<file path="config.mk">
export PLATFORM = sky130hd
export DESIGN_NAME = icache_lookup
export DESIGN_NICKNAME = d
export VERILOG_FILES = /design/src/hdl/icache_cfg_pkg.sv /design/src/hdl/icache_types_pkg.sv /design/src/hdl/icache_init_ctrl.sv /design/src/hdl/icache_tag_stage.sv /design/src/hdl/icache_data_stage.sv /design/src/hdl/icache_lookup.sv
export SDC_FILE = /design/constraint.sdc
export NUM_CORES = 2
export LEC_CHECK = 0
export BUFFER_PORTS_ARGS = -buffer_cell sky130_fd_sc_hd__buf_2
export CORE_UTILIZATION = 24
export DETAILED_ROUTE_END_ITERATION = 8
export PLACE_DENSITY = 0.47
export SETUP_SLACK_MARGIN = 0.5
export SLEW_MARGIN = 25
export SYNTH_ARGS = -nofsm -noshare
export SYNTH_HDL_FRONTEND = slang
export SYNTH_MEMORY_MAX_BITS = 65536
export SYNTH_SLANG_ARGS = --single-unit
export TNS_END_PERCENT = 50
</file>
<file path="constraint.sdc">
create_clock -name clk_i -period 25.5 [get_ports clk_i]
set_clock_uncertainty 0.05 [all_clocks]
set_input_delay 5.1 -clock clk_i [delete_from_list [all_inputs] [get_ports clk_i]]
set_output_delay 5.1 -clock clk_i [all_outputs]
set_load 0.03 [all_outputs]
</file>
<file path="src/hdl/icache_cfg_pkg.sv">
// Cache geometry and the width types derived from it.
// Shared by every RTL block of the lookup pipeline.

`default_nettype none

package icache_cfg_pkg;

  // Geometry
  localparam int unsigned FETCH_AW    = 32;
  localparam int unsigned ID_WIDTH    = 4;
  localparam int unsigned LINE_WIDTH  = 128;
  localparam int unsigned LINE_COUNT  = 16;
  localparam int unsigned WAY_COUNT   = 2;
  localparam int unsigned LINE_ALIGN  = 4;
  localparam int unsigned COUNT_ALIGN = 4;
  localparam int unsigned SET_ALIGN   = 1;
  localparam int unsigned TAG_WIDTH   = FETCH_AW - LINE_ALIGN - COUNT_ALIGN;

  typedef logic [FETCH_AW-1:0]    addr_t;
  typedef logic [ID_WIDTH-1:0]    id_t;
  typedef logic [COUNT_ALIGN-1:0] index_t;
  typedef logic [SET_ALIGN-1:0]   way_t;
  typedef logic [TAG_WIDTH-1:0]   tag_t;
  typedef logic [LINE_WIDTH-1:0]  line_t;

  // One entry of the tag array
  typedef struct packed {
    logic valid;
    logic error;
    tag_t tag;
  } tag_entry_t;

endpackage

`default_nettype wire

</file>
<file path="src/hdl/icache_types_pkg.sv">
// State and opcode encodings of the lookup pipeline.
// Used by the clear controller and the tag stage.

`default_nettype none

package icache_types_pkg;

  // Clear controller state
  typedef enum logic {
    INIT_CLEAR,
    INIT_READY
  } init_state_e;

  // Operation granted on the tag port in a cycle
  typedef enum logic [1:0] {
    TAG_OP_IDLE,
    TAG_OP_CLEAR,
    TAG_OP_REFILL,
    TAG_OP_LOOKUP
  } tag_op_e;

endpackage

`default_nettype wire

</file>
<file path="src/hdl/icache_init_ctrl.sv">
// Sweeps all line indices after reset and after each flush strobe.
// While clearing_o is high the tag stage wipes one line per cycle.

`timescale 1ns/10ps
`default_nettype none

module icache_init_ctrl (
  input  logic                   clk_i,
  input  logic                   rst_ni,
  input  logic                   flush_i,
  output logic                   clearing_o,
  output icache_cfg_pkg::index_t clear_index_o
);
  import icache_cfg_pkg::*;
  import icache_types_pkg::*;

  init_state_e state_q;
  index_t      count_q;

  always_ff @(posedge clk_i or negedge rst_ni) begin
    if (!rst_ni) begin
      state_q <= INIT_CLEAR;
      count_q <= '0;
    end else if (flush_i) begin
      // A flush restarts the sweep from line zero
      state_q <= INIT_CLEAR;
      count_q <= '0;
    end else if (state_q == INIT_CLEAR) begin
      count_q <= count_q + 1'b1;
      if (count_q == index_t'(LINE_COUNT - 1)) begin
        state_q <= INIT_READY;
      end
    end
  end

  assign clearing_o    = (state_q == INIT_CLEAR);
  assign clear_index_o = count_q;

  a_flush_restarts : assert property (@(posedge clk_i) disable iff (!rst_ni)
    flush_i |=> clearing_o && (clear_index_o == '0));

endmodule

`default_nettype wire

</file>
<file path="src/hdl/icache_tag_stage.sv">
// First pipeline stage: arbitrates the tag port, compares tags and holds the
// tag response in a fall-through buffer while the data stage stalls.

`timescale 1ns/10ps
`default_nettype none

module icache_tag_stage (
  input  logic                   clk_i,
  input  logic                   rst_ni,
  input  logic                   clearing_i,
  input  icache_cfg_pkg::index_t clear_index_i,
  input  icache_cfg_pkg::addr_t  in_addr_i,
  input  icache_cfg_pkg::id_t    in_id_i,
  input  logic                   in_valid_i,
  output logic                   in_ready_o,
  input  icache_cfg_pkg::index_t write_addr_i,
  input  icache_cfg_pkg::way_t   write_set_i,
  input  icache_cfg_pkg::tag_t   write_tag_i,
  input  logic                   write_error_i,
  input  logic                   write_valid_i,
  output logic                   write_ready_o,
  input  logic                   refill_conflict_i,
  output logic                   tag_valid_o,
  output icache_cfg_pkg::addr_t  tag_addr_o,
  output icache_cfg_pkg::id_t    tag_id_o,
  output icache_cfg_pkg::way_t   tag_set_o,
  output logic                   tag_hit_o,
  output logic                   tag_error_o,
  input  logic                   tag_ready_i,
  output logic                   hit_event_o,
  output logic                   miss_event_o
);
  import icache_cfg_pkg::*;
  import icache_types_pkg::*;

  tag_op_e              tag_op;
  index_t               tag_index;
  logic [WAY_COUNT-1:0] tag_we;
  tag_entry_t           tag_wdata;
  tag_entry_t           tag_mem [WAY_COUNT][LINE_COUNT];
  tag_entry_t           tag_rdata_q [WAY_COUNT];

  logic                 req_ready;
  logic                 valid_q;
  logic                 req_handshake_q;
  addr_t                addr_q;
  id_t                  id_q;
  tag_t                 required_tag;
  logic [WAY_COUNT-1:0] line_hit;
  way_t                 rsp_set_s;
  way_t                 rsp_set_d;
  way_t                 rsp_set_q;
  logic                 rsp_hit_s;
  logic                 rsp_hit_d;
  logic                 rsp_hit_q;
  logic                 rsp_error_s;
  logic                 rsp_error_d;
  logic                 rsp_error_q;

  // ------------------------------
  // Tag port arbitration
  // ------------------------------
  assign req_ready     = !valid_q || tag_ready_i;
  assign in_ready_o    = !clearing_i && !write_valid_i && req_ready;
  assign write_ready_o = !clearing_i;

  always_comb begin
    tag_op          = TAG_OP_IDLE;
    tag_index       = in_addr_i[LINE_ALIGN +: COUNT_ALIGN];
    tag_we          = '0;
    tag_wdata.valid = 1'b1;
    tag_wdata.error = write_error_i;
    tag_wdata.tag   = write_tag_i;
    if (clearing_i) begin
      tag_op    = TAG_OP_CLEAR;
      tag_index = clear_index_i;
      tag_we    = '1;
      tag_wdata = '0;
    end else if (write_valid_i) begin
      tag_op    = TAG_OP_REFILL;
      tag_index = write_addr_i;
      tag_we    = WAY_COUNT'(1) << write_set_i;
    end else if (in_valid_i && req_ready) begin
      tag_op = TAG_OP_LOOKUP;
    end
  end

  // Tag array, synchronous read of all ways
  always_ff @(posedge clk_i) begin
    for (int w = 0; w < WAY_COUNT; w++) begin
      if (tag_we[w]) begin
        tag_mem[w][tag_index] <= tag_wdata;
      end
      if (tag_op == TAG_OP_LOOKUP) begin
        tag_rdata_q[w] <= tag_mem[w][tag_index];
      end
    end
  end

  // ------------------------------
  // Stage register
  // ------------------------------
  always_ff @(posedge clk_i or negedge rst_ni) begin
    if (!rst_ni) begin
      valid_q         <= 1'b0;
      req_handshake_q <= 1'b0;
    end else begin
      req_handshake_q <= (tag_op == TAG_OP_LOOKUP);
      if (tag_op == TAG_OP_LOOKUP) begin
        valid_q <= 1'b1;
      end else if (tag_ready_i) begin
        valid_q <= 1'b0;
      end
    end
  end

  always_ff @(posedge clk_i) begin
    if (tag_op == TAG_OP_LOOKUP) begin
      addr_q <= in_addr_i;
      id_q   <= in_id_i;
    end
    rsp_set_q   <= rsp_set_d;
    rsp_hit_q   <= rsp_hit_d;
    rsp_error_q <= rsp_error_d;
  end

  // Compare, lowest matching way wins
  assign required_tag = addr_q[FETCH_AW-1 -: TAG_WIDTH];

  always_comb begin
    rsp_set_s   = '0;
    rsp_error_s = 1'b0;
    for (int w = WAY_COUNT - 1; w >= 0; w--) begin
      line_hit[w] = tag_rdata_q[w].valid && (tag_rdata_q[w].tag == required_tag);
      if (line_hit[w]) begin
        rsp_set_s   = way_t'(w);
        rsp_error_s = tag_rdata_q[w].error;
      end
    end
    rsp_hit_s = |line_hit;
  end

  // Fall-through buffer of the tag response
  always_comb begin
    rsp_set_d   = rsp_set_q;
    rsp_hit_d   = rsp_hit_q;
    rsp_error_d = rsp_error_q;
    if (req_handshake_q && !tag_ready_i) begin
      rsp_set_d   = rsp_set_s;
      rsp_hit_d   = rsp_hit_s;
      rsp_error_d = rsp_error_s;
    end
    // Refill overwrote the line we hit on
    if (refill_conflict_i) begin
      rsp_hit_d = 1'b0;
    end
  end

  assign tag_valid_o = valid_q;
  assign tag_addr_o  = addr_q;
  assign tag_id_o    = id_q;
  assign tag_set_o   = req_handshake_q ? rsp_set_s : rsp_set_q;
  assign tag_hit_o   = req_handshake_q ? rsp_hit_s : rsp_hit_q;
  assign tag_error_o = req_handshake_q ? rsp_error_s : rsp_error_q;

  assign hit_event_o  = req_handshake_q && rsp_hit_s;
  assign miss_event_o = req_handshake_q && !rsp_hit_s;

  // An accepted refill writes one way and never shares the port with a lookup
  a_refill_onehot : assert property (@(posedge clk_i) disable iff (!rst_ni)
    (write_valid_i && write_ready_o) |-> $onehot(tag_we) && !(in_valid_i && in_ready_o));

endmodule

`default_nettype wire

</file>
<file path="src/hdl/icache_data_stage.sv">
// Second pipeline stage: data array access, output register and read data
// buffer. Refills own the data port and stall the hand-over from the tag stage.

`timescale 1ns/10ps
`default_nettype none

module icache_data_stage (
  input  logic                   clk_i,
  input  logic                   rst_ni,
  input  logic                   clearing_i,
  input  logic                   tag_valid_i,
  input  icache_cfg_pkg::addr_t  tag_addr_i,
  input  icache_cfg_pkg::id_t    tag_id_i,
  input  icache_cfg_pkg::way_t   tag_set_i,
  input  logic                   tag_hit_i,
  input  logic                   tag_error_i,
  output logic                   tag_ready_o,
  input  icache_cfg_pkg::index_t write_addr_i,
  input  icache_cfg_pkg::way_t   write_set_i,
  input  icache_cfg_pkg::line_t  write_data_i,
  input  logic                   write_valid_i,
  output logic                   refill_conflict_o,
  output icache_cfg_pkg::addr_t  out_addr_o,
  output icache_cfg_pkg::id_t    out_id_o,
  output icache_cfg_pkg::way_t   out_set_o,
  output logic                   out_hit_o,
  output logic                   out_error_o,
  output icache_cfg_pkg::line_t  out_data_o,
  output logic                   out_valid_o,
  input  logic                   out_ready_i
);
  import icache_cfg_pkg::*;

  line_t  data_mem [WAY_COUNT][LINE_COUNT];
  line_t  rdata_q;
  line_t  data_rsp_q;
  index_t lookup_index;
  logic   data_write;
  logic   transfer;
  logic   valid_q;
  logic   tag_handshake_q;

  assign lookup_index = tag_addr_i[LINE_ALIGN +: COUNT_ALIGN];

  // Refill first, then the read of a hit
  assign data_write  = write_valid_i && !clearing_i;
  assign tag_ready_o = (!valid_q || out_ready_i) && !data_write;
  assign transfer    = tag_valid_i && tag_ready_o;

  assign refill_conflict_o = data_write && tag_valid_i &&
                             (write_set_i == tag_set_i) && (write_addr_i == lookup_index);

  always_ff @(posedge clk_i) begin
    if (data_write) begin
      data_mem[write_set_i][write_addr_i] <= write_data_i;
    end else if (transfer && tag_hit_i) begin
      rdata_q <= data_mem[tag_set_i][lookup_index];
    end
    if (transfer) begin
      out_addr_o  <= tag_addr_i;
      out_id_o    <= tag_id_i;
      out_set_o   <= tag_set_i;
      out_hit_o   <= tag_hit_i;
      out_error_o <= tag_error_i;
    end
    // Keep read data while the consumer stalls
    if (tag_handshake_q && !out_ready_i) begin
      data_rsp_q <= rdata_q;
    end
  end

  always_ff @(posedge clk_i or negedge rst_ni) begin
    if (!rst_ni) begin
      valid_q         <= 1'b0;
      tag_handshake_q <= 1'b0;
    end else begin
      tag_handshake_q <= transfer && tag_hit_i;
      if (transfer) begin
        valid_q <= 1'b1;
      end else if (out_ready_i) begin
        valid_q <= 1'b0;
      end
    end
  end

  assign out_data_o  = tag_handshake_q ? rdata_q : data_rsp_q;
  assign out_valid_o = valid_q;

  a_rsp_stable : assert property (@(posedge clk_i) disable iff (!rst_ni)
    out_valid_o && !out_ready_i |=> out_valid_o &&
      $stable(out_addr_o) && $stable(out_id_o) && $stable(out_set_o) &&
      $stable(out_hit_o) && $stable(out_error_o) &&
      (!out_hit_o || $stable(out_data_o)));

endmodule

`default_nettype wire

</file>
<file path="src/hdl/icache_lookup.sv">
// Top level of the two-stage instruction cache lookup.
// Connects the clear controller, the tag stage and the data stage.

`timescale 1ns/10ps
`default_nettype none

module icache_lookup (
  input  logic                   clk_i,
  input  logic                   rst_ni,
  input  logic                   flush_i,
  input  icache_cfg_pkg::addr_t  in_addr_i,
  input  icache_cfg_pkg::id_t    in_id_i,
  input  logic                   in_valid_i,
  output logic                   in_ready_o,
  input  icache_cfg_pkg::index_t write_addr_i,
  input  icache_cfg_pkg::way_t   write_set_i,
  input  icache_cfg_pkg::tag_t   write_tag_i,
  input  icache_cfg_pkg::line_t  write_data_i,
  input  logic                   write_error_i,
  input  logic                   write_valid_i,
  output logic                   write_ready_o,
  output icache_cfg_pkg::addr_t  out_addr_o,
  output icache_cfg_pkg::id_t    out_id_o,
  output icache_cfg_pkg::way_t   out_set_o,
  output logic                   out_hit_o,
  output logic                   out_error_o,
  output icache_cfg_pkg::line_t  out_data_o,
  output logic                   out_valid_o,
  input  logic                   out_ready_i,
  output logic                   hit_event_o,
  output logic                   miss_event_o
);
  import icache_cfg_pkg::*;

  logic   clearing;
  index_t clear_index;
  logic   tag_valid;
  addr_t  tag_addr;
  id_t    tag_id;
  way_t   tag_set;
  logic   tag_hit;
  logic   tag_error;
  logic   tag_ready;
  logic   refill_conflict;

  icache_init_ctrl u_init_ctrl (
    .clk_i, .rst_ni, .flush_i,
    .clearing_o    (clearing),
    .clear_index_o (clear_index)
  );

  icache_tag_stage u_tag_stage (
    .clk_i, .rst_ni,
    .clearing_i        (clearing),
    .clear_index_i     (clear_index),
    .in_addr_i, .in_id_i, .in_valid_i, .in_ready_o,
    .write_addr_i, .write_set_i, .write_tag_i, .write_error_i, .write_valid_i,
    .write_ready_o,
    .refill_conflict_i (refill_conflict),
    .tag_valid_o       (tag_valid),
    .tag_addr_o        (tag_addr),
    .tag_id_o          (tag_id),
    .tag_set_o         (tag_set),
    .tag_hit_o         (tag_hit),
    .tag_error_o       (tag_error),
    .tag_ready_i       (tag_ready),
    .hit_event_o, .miss_event_o
  );

  icache_data_stage u_data_stage (
    .clk_i, .rst_ni,
    .clearing_i        (clearing),
    .tag_valid_i       (tag_valid),
    .tag_addr_i        (tag_addr),
    .tag_id_i          (tag_id),
    .tag_set_i         (tag_set),
    .tag_hit_i         (tag_hit),
    .tag_error_i       (tag_error),
    .tag_ready_o       (tag_ready),
    .write_addr_i, .write_set_i, .write_data_i, .write_valid_i,
    .refill_conflict_o (refill_conflict),
    .out_addr_o, .out_id_o, .out_set_o, .out_hit_o, .out_error_o, .out_data_o,
    .out_valid_o, .out_ready_i
  );

endmodule

`default_nettype wire

</file>
==> results.cfg <==
[drt]
vias_per_cell = 4.74
wl_per_cell_um = 27.3
wl_mm = 665
antenna_left = 0
drtPass1Iterations = 6
route.detailed.drc = 0
drt_iter0_markers = 11934
vias = 115546

[worst_setup_path]
cp.depth = 5
end_kind = primary output
cpLargestDelayFamily = buffers and inverters
path_class = input pin to primary output
worst-path-max-fanout = 3
path_buf_inv = 3
cp_slowest_cell = a21oi_1
cp-start-kind = input pin
worst_path_most_repeated_cell = buf_2
worstPathArrival_ps = 6220
critPathRequiredTime_ps = 20350
cpPeakStageDelay_ps = 280
cp_cell_sequence = buf_2 > inv_1 > nand2_1 > a21oi_1 > buf_2
reg2reg_depth = 14

[clock_network]
cts_tree = done
cts_buffers = 564
clockBufferDepth = 4
cts-root-buf = clkbuf_16
h-tree-depth = 6
cts.sinks = 5323
cts-hold-fix-buffers = 0
clk_pin_slew_ps = 60
clkLatencyLatePin_ps = 1080
ctsResizeCount = 0
cts_setup_buffers = 0

[place]
io_buffers = 371
place.gp.congestion = 0.735
place_area_um2 = 222000
place_hpwl_mm = 353

[sta]
finalSetupViolations = 0
max_freq_ghz = 0.0880
maxSlewHeadroom_pct = 25.6
min_period_ps = 11370
worstMarginPinSlew_ps = 1120
finalHoldViolCount = 0
finalSetupTns_ps = 0
rsz0062_at_grt = no
slew_viol_final = 0
min_period_over_period_pct = 44.6

[floorplanning]
die_h_um = 928
start_util_pct = 24.1
die_x_um = 928
fp.coreArea_um2 = 853000
io_pins = 372
fp-row-count = 339
die-area_um2 = 861000

[global_routing]
antenna_found_initial = 102
grt_pass1_wl_mm = 920
grt.total_usage_pct = 14.8
grt_max_degree = 165
grt_pass1_vias = 113367
use_met1_pct = 20.7
gr-usage-met2_pct = 24.3
use_met3_pct = 2.34
busiest_layer = met2
grt-ovfl-total = 0

[power_and_ir_drop]
swShare_pct = 21.1
p_int_uw = 14100
leakage_uw = 0.0780
worst_ir_drop_vdd_mv = 0.0829
power_density_nw_per_um2 = 74.7
switchingPower_uw = 3770
p_clk_share_pct = 44.5
combPwrFrac_pct = 1.7
pwr-share-seq_pct = 53.9

[yosys]
synth_edf_count = 5313
yosysWarnings = 0
yosysUniqueCellTypes = 75
syn-num-nets = 12243
seq_area_frac_synth_pct = 77.7
synthesis.area_um2 = 206000
avgSynthCellArea_um2 = 17.1
ys_dominant_reg_cell = edfxtp_1
synthCells = 12042
async_flop_share_pct = 0.169
synth-seq-cells = 5323

[layout]
final_nets = 12631
areaGrowthSynthToFinish_pct = 16.4
drive_gt1_share_pct = 15.5
postLayoutCellArea_um2 = 239000

[outcome]
status = finished clean

[job]
cap_violations = 0

[min_path]
worstHoldPathType = flop to flop
hold_path_depth = 0
-- synth_stat cells (all sizes together), types with 12 or more instances --
library cell,count,area (um^2)
xnor2,39,342
mux4,237,5340
a221o,17,170
mux2i,774,7750
o31ai,82,616
nand3,987,4940
a32oi,21,184
nor2,176,668
nor3b,16,120
nor3,96,480
o32ai,31,272
and2,28,175
nor2b,59,369
o2111ai,14,123
o221ai,319,2790
nand2b,16,100
a211oi,54,405
a211o,24,210
a31o,22,193
o22a,15,131
edfxtp,5313,160000
nand3b,404,3030
clkbuf,528,1980
xor2,17,149
nand2,688,2580
a31oi,364,2280
buf,343,1780
o22ai,34,213
o21ai,169,846
o211ai,19,143
o221a,14,158
a21o,45,338
or4,12,93.8
mux2,183,2060
a2111oi,20,176
a21oi,631,3160
a221oi,22,230
and3,14,87.6
nor4,34,213
nand4,95,594
-- cell usage in the layout, fill, tap and decap left out, drive strengths merged, types with 54 or more instances in the layout --
master / instances
nand3: 987
a31oi: 364
a211oi: 54
clkinv: 242
nor3: 96
nor2: 176
o31ai: 82
mux2i: 774
edfxtp: 5313
o21ai: 169
nand3b: 404
mux4: 237
clkbuf: 709
a21oi: 631
nor2b: 59
diode: 65
o221ai: 319
buf: 693
nand4: 95
mux2: 183
nand2: 688
-- per-stage QoR --
stage                     instances  setup slack (ps)  total power, uW  utilization [%]  hold slack [ps]
after floorplan               12042             10390             9950                -              350
after global placement        23283             14150            10100             26.0              358
after detailed placement      23286             14180            10100             26.0              357
after CTS                     24300             14180            18100             28.1              336
after global routing          24304             14150            18400             28.1              344
final                         24366             14130            17900             28.1              339
-- power by group through the flow --
stage	logic [uW]	clock network [uW]	registers (uW)
4_1_cts	301	8120	9640
6_report	295	7950	9640
2_1_floorplan	125	0	9820
5_1_grt	319	8440	9630
3_3_place_gp	296	0	9820
3_5_place_dp	301	0	9820
-- flip-flops by register name, indices dropped and copies added (netlist names), 4 cells and up --
register                   flops
u_data_stage.data_mem       4096
u_data_stage.data_rsp_q      128
u_tag_stage.tag_addr_o        32
u_tag_stage.tag_mem          832
u_tag_stage.tag_rdata_q       52
u_data_stage.rdata_q         128
u_data_stage.out_id_o          4
u_init_ctrl.clear_index_o      4
u_tag_stage.tag_id_o           4
u_data_stage.out_addr_o       32
-- final timing paths --
kind                       slack (ps)                                  from                                endpoint
max                             14130                         write_valid_i                              in_ready_o
min                               340   u_data_stage.rdata_q[119]$_DFFE_PP_  u_data_stage.data_rsp_q[119]$_DFFE_PP_
max reg2reg                     17250  u_tag_stage.tag_addr_o[16]$_DFFE_PP_       u_data_stage.rdata_q[9]$_DFFE_PP_
min reg2reg                       340   u_data_stage.rdata_q[119]$_DFFE_PP_  u_data_stage.data_rsp_q[119]$_DFFE_PP_
max in group asynchronous       20980                                rst_ni  u_data_stage.tag_handshake_q$_DFF_PN0_
min in group asynchronous        3950                                rst_ni     u_tag_stage.tag_valid_o$_DFFE_PN0P_
-- routing by layer --
layer	wire (um)	part of all wire, %	vias up
met5	112	0.017	-
met4	13300	2.0	18
met3	41900	6.3	820
met2	314000	47	3811
met1	295000	44	61630
li1	-	-	49267
-- area by class of cell --
cell class,instances,area (um^2)
sequential,5323,160000
clock buffer,709,14800
timing repair buffer,693,4820
fill,84875,613000
multi-input combinational,5840,42800
antenna,65,163
inverter,8,68.8
tap,11423,14300
clock inverter,305,2740
-- cell families after synthesis --
| logic type | share of synthesized area, % |
|---|---|
| AO/OA/AOI/OAI | 6.29 |
| multiplexers | 7.36 |
| AND/OR/NAND/NOR | 6.59 |
| XOR/XNOR | 0.238 |
| buffers and inverters | 1.84 |
| adder cells (fa/ha/maj) | 0.00608 |
| flip-flops | 77.7 |
-- worst reg2reg max path, stage by stage, from the launching register on --
cell and delay [ps]:
edfxtp_1 520, xnor2_1 450, nand4_1 150, nor4_1 890, o311a_4 600, nor2_4 170
inv_16 340, buf_12 930, buf_12 500, buf_4 970, buf_4 920, mux2i_1 220
o21ai_0 170, a2111oi_0 130, o31ai_1 890
Note: power is estimated with default switching activity, not from simulation.
